===== src/ctrl_pkg.sv =====
package ctrl_pkg;

    typedef enum logic [4:0] {
        ALU_ADD,
        ALU_SUB,
        ALU_SLL,
        ALU_SLT,
        ALU_SLTU,
        ALU_XOR,
        ALU_SRL,
        ALU_SRA,
        ALU_OR,
        ALU_AND,
        ALU_BEQ,
        ALU_BNE,
        ALU_BLT,
        ALU_BGE,
        ALU_BLTU,
        ALU_BGEU,
        ALU_CSRRW,
        ALU_CSRRS,
        ALU_NONE = 5'd31
    } alu_op_e;

    typedef enum logic [3:0] {
        LSU_LB,
        LSU_LH,
        LSU_LW,
        LSU_LBU,
        LSU_LHU,
        LSU_SB,
        LSU_SH,
        LSU_SW,
        LSU_NONE
    } lsu_op_e;

    typedef enum logic [1:0] {A_RS1, A_PC, A_ZERO} op_a_sel_e;

    typedef enum logic [1:0] {B_IMM, B_RS2, B_FOUR, B_NONE} op_b_sel_e;

    // Next-PC source
    typedef enum logic [2:0] {PC_SEQ, PC_JAL, PC_JALR, PC_BRANCH, PC_TRAP} pc_sel_e;

    typedef struct packed {
        alu_op_e   alu_op;
        lsu_op_e   lsu_op;
        op_a_sel_e op_a_sel;
        op_b_sel_e op_b_sel;
        pc_sel_e   pc_sel;
        logic      rd_wen;
        logic      rs1_used;
        logic      rs2_used;
        logic      csr_wen;
        logic      is_ecall;
        logic      is_mret;
        logic      illegal;
    } ctrl_t;

    typedef logic [4:0] reg_idx_t;

endpackage


===== src/isa_pkg.sv =====
package isa_pkg;

    // Base instruction word
    localparam int inst_width = 32;

    // Major opcodes in bits [6:0]
    typedef enum logic [6:0] {
        OPC_OP     = 7'b0110011,  // R-type ALU
        OPC_OP_IMM = 7'b0010011,  // I-type ALU
        OPC_LOAD   = 7'b0000011,
        OPC_STORE  = 7'b0100011,
        OPC_BRANCH = 7'b1100011,
        OPC_JAL    = 7'b1101111,
        OPC_JALR   = 7'b1100111,
        OPC_LUI    = 7'b0110111,
        OPC_AUIPC  = 7'b0010111,
        OPC_SYSTEM = 7'b1110011   // CSR and privileged
    } opcode_e;

    // Immediate layouts
    typedef enum logic [2:0] {
        FMT_I = 3'd0,
        FMT_S = 3'd1,
        FMT_B = 3'd2,
        FMT_U = 3'd3,
        FMT_J = 3'd4
    } imm_fmt_e;

    localparam logic [6:0] funct7_base = 7'b0000000;
    localparam logic [6:0] funct7_alt  = 7'b0100000;  // SUB, SRA, SRAI
    localparam logic [6:0] funct7_mret = 7'b0011000;

    // MRET carries 5'b00010 in the rs2 slot
    localparam logic [4:0] rs2_mret = 5'b00010;

    // SYSTEM funct3 values
    localparam logic [2:0] funct3_priv  = 3'b000;  // ECALL, MRET
    localparam logic [2:0] funct3_csrrw = 3'b001;
    localparam logic [2:0] funct3_csrrs = 3'b010;

endpackage

===== src/rv_decoder.sv =====
`timescale 1ns/1ns

module rv_decoder #(
    parameter int xlen = 32
) (
    input  logic                           clock,
    input  logic                           reset,
    input  logic                           in_valid,
    output logic                           in_ready,
    input  logic [isa_pkg::inst_width-1:0] inst,
    output logic                           out_valid,
    input  logic                           out_ready,
    output ctrl_pkg::ctrl_t                ctrl,
    output ctrl_pkg::reg_idx_t             rd,
    output ctrl_pkg::reg_idx_t             rs1,
    output ctrl_pkg::reg_idx_t             rs2,
    output logic [xlen-1:0]                imm
);
    import isa_pkg::*;
    import ctrl_pkg::*;

    logic                  held_valid;
    logic [inst_width-1:0] held_inst;
    logic                  take;
    ctrl_t                 dec_ctrl;
    logic [xlen-1:0]       imm_raw;

    inst_latch i_latch (
        .clock      (clock),
        .reset      (reset),
        .in_valid   (in_valid),
        .in_ready   (in_ready),
        .inst       (inst),
        .take       (take),
        .held_valid (held_valid),
        .held_inst  (held_inst)
    );

    // Both decoders look at the same held word
    op_classifier i_classifier (
        .held_inst (held_inst),
        .ctrl      (dec_ctrl)
    );

    imm_gen #(.xlen(xlen)) i_imm_gen (
        .held_inst (held_inst),
        .imm_raw   (imm_raw)
    );

    control_merge #(.xlen(xlen)) i_merge (
        .clock      (clock),
        .reset      (reset),
        .held_valid (held_valid),
        .held_inst  (held_inst),
        .ctrl_in    (dec_ctrl),
        .imm_raw    (imm_raw),
        .take       (take),
        .out_valid  (out_valid),
        .out_ready  (out_ready),
        .ctrl       (ctrl),
        .rd         (rd),
        .rs1        (rs1),
        .rs2        (rs2),
        .imm        (imm)
    );

endmodule


===== src/control_merge.sv =====
`timescale 1ns/1ns

module control_merge #(
    parameter int xlen = 32
) (
    input  logic                           clock,
    input  logic                           reset,
    input  logic                           held_valid,
    input  logic [isa_pkg::inst_width-1:0] held_inst,
    input  ctrl_pkg::ctrl_t                ctrl_in,
    input  logic [xlen-1:0]                imm_raw,
    output logic                           take,
    output logic                           out_valid,
    input  logic                           out_ready,
    output ctrl_pkg::ctrl_t                ctrl,
    output ctrl_pkg::reg_idx_t             rd,
    output ctrl_pkg::reg_idx_t             rs1,
    output ctrl_pkg::reg_idx_t             rs2,
    output logic [xlen-1:0]                imm
);
    import ctrl_pkg::*;

    reg_idx_t rd_field;
    reg_idx_t rs1_field;
    reg_idx_t rs2_field;

    // Raw field positions whatever the format
    assign rd_field  = held_inst[11:7];
    assign rs1_field = held_inst[19:15];
    assign rs2_field = held_inst[24:20];

    // Load when empty or when the current item leaves this edge
    assign take = held_valid && (!out_valid || out_ready);

    always_ff @(posedge clock) begin
        if (reset) begin
            out_valid <= 1'b0;
        end else if (take) begin
            out_valid <= 1'b1;
        end else if (out_ready) begin
            out_valid <= 1'b0;
        end
    end

    always_ff @(posedge clock) begin
        if (take) begin
            ctrl <= ctrl_in;
            rd   <= rd_field;
            rs1  <= rs1_field;
            rs2  <= rs2_field;
            imm  <= imm_raw;
        end
    end

endmodule


===== src/imm_gen.sv =====
`timescale 1ns/1ns

module imm_gen #(
    parameter int xlen = 32
) (
    input  logic [isa_pkg::inst_width-1:0] held_inst,
    output logic [xlen-1:0]                imm_raw
);
    import isa_pkg::*;

    opcode_e                      opcode;
    imm_fmt_e                     fmt;
    logic signed [inst_width-1:0] imm_word;

    assign opcode = opcode_e'(held_inst[6:0]);

    // Format depends on the opcode only
    always_comb begin
        case (opcode)
            OPC_LUI, OPC_AUIPC: fmt = FMT_U;
            OPC_JAL:            fmt = FMT_J;
            OPC_STORE:          fmt = FMT_S;
            OPC_BRANCH:         fmt = FMT_B;
            default:            fmt = FMT_I;
        endcase
    end

    always_comb begin
        case (fmt)
            FMT_S: begin
                imm_word = {{20{held_inst[31]}}, held_inst[31:25], held_inst[11:7]};
            end
            FMT_B: begin
                imm_word = {{20{held_inst[31]}}, held_inst[7], held_inst[30:25],
                            held_inst[11:8], 1'b0};
            end
            FMT_U: begin
                imm_word = {held_inst[31:12], 12'b0};
            end
            FMT_J: begin
                imm_word = {{12{held_inst[31]}}, held_inst[19:12], held_inst[20],
                            held_inst[30:21], 1'b0};
            end
            default: begin
                imm_word = {{20{held_inst[31]}}, held_inst[31:20]};
            end
        endcase
    end

    // Signed cast widens with the sign bit
    assign imm_raw = xlen'(imm_word);

endmodule


===== src/op_classifier.sv =====
`timescale 1ns/1ns

module op_classifier (
    input  logic [isa_pkg::inst_width-1:0] held_inst,
    output ctrl_pkg::ctrl_t                ctrl
);
    import isa_pkg::*;
    import ctrl_pkg::*;

    localparam ctrl_t ctrl_none = '{
        alu_op:   ALU_NONE,
        lsu_op:   LSU_NONE,
        op_a_sel: A_ZERO,
        op_b_sel: B_NONE,
        pc_sel:   PC_SEQ,
        rd_wen:   1'b0,
        rs1_used: 1'b0,
        rs2_used: 1'b0,
        csr_wen:  1'b0,
        is_ecall: 1'b0,
        is_mret:  1'b0,
        illegal:  1'b0
    };

    opcode_e    opcode;
    logic [2:0] funct3;
    logic       f7_zero;
    logic       f7_alt;
    logic       is_ecall_enc;
    logic       is_mret_enc;
    ctrl_t      dec;
    logic       bad;

    assign opcode  = opcode_e'(held_inst[6:0]);
    assign funct3  = held_inst[14:12];
    assign f7_zero = (held_inst[31:25] == funct7_base);
    assign f7_alt  = (held_inst[31:25] == funct7_alt);

    // Privileged forms need every other field zero
    assign is_ecall_enc = (held_inst[31:7] == '0);
    assign is_mret_enc  = (held_inst[31:20] == {funct7_mret, rs2_mret})
                          && (held_inst[19:15] == '0) && (held_inst[11:7] == '0);

    // Shared by register and immediate forms
    function automatic alu_op_e arith_op(input logic [2:0] f3, input logic alt);
        alu_op_e op;
        case (f3)
            3'b000:  op = alt ? ALU_SUB : ALU_ADD;
            3'b001:  op = ALU_SLL;
            3'b010:  op = ALU_SLT;
            3'b011:  op = ALU_SLTU;
            3'b100:  op = ALU_XOR;
            3'b101:  op = alt ? ALU_SRA : ALU_SRL;
            3'b110:  op = ALU_OR;
            default: op = ALU_AND;
        endcase
        return op;
    endfunction

    always_comb begin
        dec = ctrl_none;
        bad = 1'b0;
        case (opcode)
            OPC_OP: begin
                // Alternate funct7 only for SUB and SRA
                bad = !(f7_zero || (f7_alt && (funct3 == 3'b000 || funct3 == 3'b101)));
                dec.alu_op   = arith_op(funct3, f7_alt);
                dec.op_a_sel = A_RS1;
                dec.op_b_sel = B_RS2;
                dec.rd_wen   = 1'b1;
                dec.rs1_used = 1'b1;
                dec.rs2_used = 1'b1;
            end
            OPC_OP_IMM: begin
                if (funct3 == 3'b001) begin
                    bad = !f7_zero;                 // SLLI
                end else if (funct3 == 3'b101) begin
                    bad = !(f7_zero || f7_alt);     // SRLI / SRAI
                end
                dec.alu_op   = arith_op(funct3, f7_alt && funct3 == 3'b101);
                dec.op_a_sel = A_RS1;
                dec.op_b_sel = B_IMM;
                dec.rd_wen   = 1'b1;
                dec.rs1_used = 1'b1;
            end
            OPC_LOAD: begin
                case (funct3)
                    3'b000:  dec.lsu_op = LSU_LB;
                    3'b001:  dec.lsu_op = LSU_LH;
                    3'b010:  dec.lsu_op = LSU_LW;
                    3'b100:  dec.lsu_op = LSU_LBU;
                    3'b101:  dec.lsu_op = LSU_LHU;
                    default: bad = 1'b1;
                endcase
                dec.alu_op   = ALU_ADD;             // Address calc
                dec.op_a_sel = A_RS1;
                dec.op_b_sel = B_IMM;
                dec.rd_wen   = 1'b1;
                dec.rs1_used = 1'b1;
            end
            OPC_STORE: begin
                case (funct3)
                    3'b000:  dec.lsu_op = LSU_SB;
                    3'b001:  dec.lsu_op = LSU_SH;
                    3'b010:  dec.lsu_op = LSU_SW;
                    default: bad = 1'b1;
                endcase
                dec.alu_op   = ALU_ADD;
                dec.op_a_sel = A_RS1;
                dec.op_b_sel = B_IMM;
                dec.rs1_used = 1'b1;
                dec.rs2_used = 1'b1;
            end
            OPC_BRANCH: begin
                case (funct3)
                    3'b000:  dec.alu_op = ALU_BEQ;
                    3'b001:  dec.alu_op = ALU_BNE;
                    3'b100:  dec.alu_op = ALU_BLT;
                    3'b101:  dec.alu_op = ALU_BGE;
                    3'b110:  dec.alu_op = ALU_BLTU;
                    3'b111:  dec.alu_op = ALU_BGEU;
                    default: bad = 1'b1;
                endcase
                dec.op_a_sel = A_RS1;
                dec.op_b_sel = B_RS2;
                dec.pc_sel   = PC_BRANCH;
                dec.rs1_used = 1'b1;
                dec.rs2_used = 1'b1;
            end
            OPC_JAL: begin
                dec.alu_op   = ALU_ADD;             // Link value pc + 4
                dec.op_a_sel = A_PC;
                dec.op_b_sel = B_FOUR;
                dec.pc_sel   = PC_JAL;
                dec.rd_wen   = 1'b1;
            end
            OPC_JALR: begin
                bad = (funct3 != 3'b000);
                dec.alu_op   = ALU_ADD;
                dec.op_a_sel = A_PC;
                dec.op_b_sel = B_FOUR;
                dec.pc_sel   = PC_JALR;
                dec.rd_wen   = 1'b1;
                dec.rs1_used = 1'b1;
            end
            OPC_LUI: begin
                dec.alu_op   = ALU_ADD;             // 0 + imm
                dec.op_b_sel = B_IMM;
                dec.rd_wen   = 1'b1;
            end
            OPC_AUIPC: begin
                dec.alu_op   = ALU_ADD;
                dec.op_a_sel = A_PC;
                dec.op_b_sel = B_IMM;
                dec.rd_wen   = 1'b1;
            end
            OPC_SYSTEM: begin
                case (funct3)
                    funct3_csrrw, funct3_csrrs: begin
                        dec.alu_op   = (funct3 == funct3_csrrw) ? ALU_CSRRW : ALU_CSRRS;
                        dec.op_a_sel = A_RS1;
                        dec.rd_wen   = 1'b1;
                        dec.rs1_used = 1'b1;
                        dec.csr_wen  = 1'b1;
                    end
                    funct3_priv: begin
                        dec.pc_sel   = PC_TRAP;
                        dec.is_ecall = is_ecall_enc;
                        dec.is_mret  = is_mret_enc;
                        bad = !(is_ecall_enc || is_mret_enc);   // EBREAK lands here
                    end
                    default: bad = 1'b1;
                endcase
            end
            default: bad = 1'b1;
        endcase

        // Illegal words leave only the flag set
        if (bad) begin
            ctrl         = ctrl_none;
            ctrl.illegal = 1'b1;
        end else begin
            ctrl = dec;
        end
    end

endmodule


===== src/inst_latch.sv =====
`timescale 1ns/1ns

module inst_latch (
    input  logic                           clock,
    input  logic                           reset,
    input  logic                           in_valid,
    output logic                           in_ready,
    input  logic [isa_pkg::inst_width-1:0] inst,
    input  logic                           take,
    output logic                           held_valid,
    output logic [isa_pkg::inst_width-1:0] held_inst
);
    import isa_pkg::*;

    logic                  accept;
    logic [inst_width-1:0] inst_q;

    // Free when empty, or when the merge stage drains us this edge
    assign in_ready = !held_valid || take;
    assign accept   = in_valid && in_ready;

    always_ff @(posedge clock) begin
        if (reset) begin
            held_valid <= 1'b0;
        end else if (accept) begin
            held_valid <= 1'b1;
        end else if (take) begin
            held_valid <= 1'b0;
        end
    end

    // Accepted instruction word
    always_ff @(posedge clock) begin
        if (accept) begin
            inst_q <= inst;
        end
    end

    assign held_inst = inst_q;

endmodule


===== config.mk =====
export PLATFORM = sky130hd
export DESIGN_NAME = rv_decoder
export DESIGN_NICKNAME = d
export VERILOG_FILES = /design/src/ctrl_pkg.sv /design/src/isa_pkg.sv /design/src/rv_decoder.sv /design/src/control_merge.sv /design/src/imm_gen.sv /design/src/op_classifier.sv /design/src/inst_latch.sv
export SDC_FILE = /design/constraint.sdc
export NUM_CORES = 1
export LEC_CHECK = 0
export BUFFER_PORTS_ARGS = -buffer_cell sky130_fd_sc_hd__buf_2
export CORE_MARGIN = 2
export CORE_UTILIZATION = 40
export CTS_BUF_LIST = sky130_fd_sc_hd__clkbuf_4
export DETAILED_ROUTE_END_ITERATION = 10
export HOLD_SLACK_MARGIN = 0.03
export SLEW_MARGIN = 15
export SYNTH_ARGS = -nofsm -noshare
export SYNTH_HDL_FRONTEND = slang
export SYNTH_SLANG_ARGS = --single-unit

===== constraint.sdc =====
create_clock -name clock -period 5.3 [get_ports clock]
set_input_delay 0.265 -clock clock [delete_from_list [all_inputs] [get_ports clock]]
set_output_delay 0.265 -clock clock [all_outputs]
set_load 0.005 [all_outputs]

==> flow_summary.json <==
{
  "sequential_cell_area_um2": 3100,
  "reg2regPathDepth": 4,
  "fp-row-count": 38,
  "cts_max_path_buffers": 2,
  "avgViaCountPerCell": 5.03,
  "final-max-slew-violation-count": 0,
  "clk_pin_slew_worst_paths_ns": 0.15,
  "post_synth_main_area_contributors": "sky130_fd_sc_hd__edfxtp_1 70%, sky130_fd_sc_hd__nand2_1 3.4%, sky130_fd_sc_hd__a21o_1 2.1%",
  "yosysUniqueCellTypes": 51,
  "first_pass_grt_wire_length_um": 15100,
  "initial_antenna_violation_count": 1,
  "dieHeight_um": 108,
  "total_switching_power_uw": 350,
  "critical_path.startpoint_type": "register",
  "global_route.overflow_total": 0,
  "area.growth.synth_to_final_pct": 26.6,
  "instance_area_at_placement_um2": 4990,
  "synth-seq-area-share": 0.712,
  "totalWireLength_um": 9820,
  "grt_start_max_net_pins": 40,
  "p_clk_frac": 0.313,
  "hp-class": "in -> reg",
  "synth_seq_cells": 104,
  "status": "finished, final reports clean",
  "final_net_count": 489,
  "cts_buf_count": 9,
  "post_cts_buffers": 0,
  "crit_fanout": 19,
  "postLayoutCoreUtil": 0.514,
  "pwr-share-seq": 0.610,
  "maxSlewHeadroom": 0.260,
  "cts.sink_count": 104,
  "cts_root_buf": "sky130_fd_sc_hd__clkbuf_4",
  "drv_cap": 0,
  "ctsHtreeMaxLevel": 3,
  "report.final.setup_viol": 0,
  "nFillCells": 960,
  "place.gp.congestion": 0.844,
  "cts_tree": "done",
  "floorplan.initialDensity": 0.406,
  "final-hold-violation-count": 0,
  "post_cts_resize_count": 0,
  "clock-skew-final_ns": 0.0150,
  "instances_no_fill": 599,
  "synth_ff_type": "sky130_fd_sc_hd__edfxtp_1",
  "post-dp-hpwl_um": 6470,
  "postSynthNetCount": 357,
  "post-synth-top-area-cell": "sky130_fd_sc_hd__edfxtp_1",
  "detailedRoute.firstPassIterationCount": 4,
  "drt_iter0_markers": 292,
  "capturing_element_type_of_the_critical_path": "register",
  "cells_after_dpl": 548,
  "grt.total_usage": 0.175,
  "routedWlPerCell_um": 16.4,
  "finish.instance_area_um2": 5520,
  "num_io_pins": 108,
  "leakage_power_figure_nw": 2.01,
  "die_area_um2": 11700,
  "netlist_instances": 321,
  "p_total_mw": 1.61,
  "first_global_vias": 2774,
  "final.setup.tns_ns": 0,
  "path_class": "reg -> reg",
  "most-common-layout-cells": "107 x sky130_fd_sc_hd__buf_2, 102 x sky130_fd_sc_hd__edfxtp_1, 40 x sky130_fd_sc_hd__nand2_1, 34 x sky130_fd_sc_hd__dlygate4sd3_1, 17 x sky130_fd_sc_hd__nor2_1",
  "critPathArrivalTime_ns": 2.93,
  "p_int_mw": 1.26,
  "finalCritPeriodShare": 0.518,
  "comb_power_share": 0.077,
  "dr_total_vias": 3014,
  "area_of_the_core_um2": 10700,
  "antenna_left": 0,
  "port_buffers": 107,
  "post_synthesis_cell_area_um2": 4360,
  "worstMarginPinSlew_ns": 1.11,
  "synth_async_sr_flop_share": 0,
  "synthesis.yosys.warnings": 0,
  "yosys.area.top_type_share": 0.703,
  "worstPathRequired_ns": 5.49,
  "syn-mean-instance-area_um2": 13.6,
  "fmaxAchievable_mhz": 364,
  "multiInputGateArea_um2": 1150,
  "clock_latency_on_the_worst_skew_pair_ns": 0.45,
  "vdd.ir_drop.worst_v": 0.000157,
  "layout-drive-gt1-share": 0.299,
  "netSwitchingFraction": 0.217,
  "p_per_area_nw_per_um2": 292,
  "layout_commonest_cell": "sky130_fd_sc_hd__buf_2",
  "number_of_flops_mapped_to_enable_cells_by_yosys": 102,
  "layout_min_cycle_time_ns": 2.74,
  "floorplan.die.width_um": 108,
  "timing.hold.worst_path_depth": 4,
  "rsz0062_at_grt": "no",
  "route.detailed.drc": 0
}
-- sequential cells by signal, summed over array words and instances (netlist names) --
register / flops
i_merge.rs2: 5
i_merge.ctrl: 23
i_latch.held_inst: 32
i_merge.out_valid: 1
i_merge.imm: 32
i_latch.held_valid: 1
i_merge.rs1: 5
i_merge.rd: 5
-- cell type report --
cell class | count | area share
clock buffers | 11 | 0.0150
flip-flops and latches | 104 | 0.562
well taps | 140 | 0.0317
inverters | 2 | 0.00136
multi-input cells | 193 | 0.209
diodes | 1 | 0.000454
clock inverters | 5 | 0.0188
repair buffers | 143 | 0.161
-- cells in the mapped netlist (9+ instances only) --
master,count
sky130_fd_sc_hd__o21ai_0,16
sky130_fd_sc_hd__clkbuf_1,18
sky130_fd_sc_hd__nand2_1,40
sky130_fd_sc_hd__nor3_1,9
sky130_fd_sc_hd__nor2b_1,10
sky130_fd_sc_hd__edfxtp_1,102
sky130_fd_sc_hd__a21oi_1,10
sky130_fd_sc_hd__a21o_1,12
sky130_fd_sc_hd__and2_1,11
sky130_fd_sc_hd__nor2_1,17
-- repair_timing --
action | CTS | global route
endpoints found under the hold margin | 34 | 0
endpoints found under the setup margin | 0 | 0
hold buffers | 34 | 0
-- worst max-delay path: stages, from the launching register on --
cell,delay (ns)
sky130_fd_sc_hd__edfxtp_1,0.67
sky130_fd_sc_hd__or3b_1,0.49
sky130_fd_sc_hd__a21oi_1,0.74
sky130_fd_sc_hd__nand2b_1,0.44
sky130_fd_sc_hd__o32ai_1,0.14
-- stage by stage --
| stage | setup WS (ns) | hold WS (ns) |
|---|---|---|
| after floorplan | 1.21 | 0.337 |
| after global placement | 2.61 | 0.436 |
| after detailed placement | 2.58 | 0.443 |
| after CTS | 2.55 | 0.109 |
| after global routing | 2.27 | 0.119 |
| final | 2.56 | 0.135 |
-- per-layer routing --
| metal | wire (um) | GRT usage | vias up |
|---|---|---|---|
| li1 | - | - | 1471 |
| met2 | 4470 | 0.259 | 127 |
| met4 | 146 | 0.0559 | 0 |
| met1 | 4530 | 0.256 | 1405 |
| met3 | 677 | 0.0392 | 11 |
| met5 | 0 | 0 | - |
-- final timing paths --
check | from | endpoint | slack, ns
setup / recovery | i_latch.held_inst[4] | i_merge.imm[11] | 2.56
hold / removal | out_ready | i_merge.out_valid | 0.14
setup reg to reg | i_latch.held_inst[4] | i_merge.imm[11] | 2.56
hold reg to reg | i_latch.held_inst[16] | i_merge.rs1[1] | 0.51
-- power groups by stage --
stage          registers (mW)  logic [mW]  clock network, mW
2_1_floorplan           0.988      0.0653                  0
3_3_place_gp             1.00       0.106                  0
6_report                0.983       0.124              0.504
3_5_place_dp             1.00       0.106                  0
5_1_grt                 0.990       0.140              0.561
4_1_cts                 0.983       0.126              0.513
-- cells by family after synthesis --
group           count (synthesis)  share of synthesized area
simple gates                  128                      0.157
flops                         104                      0.712
compound gates                 62                     0.0996
buf+inv                        24                     0.0253
xor+xnor                        2                    0.00402
mux                             1                    0.00230
(Power assumes the default switching activity.)
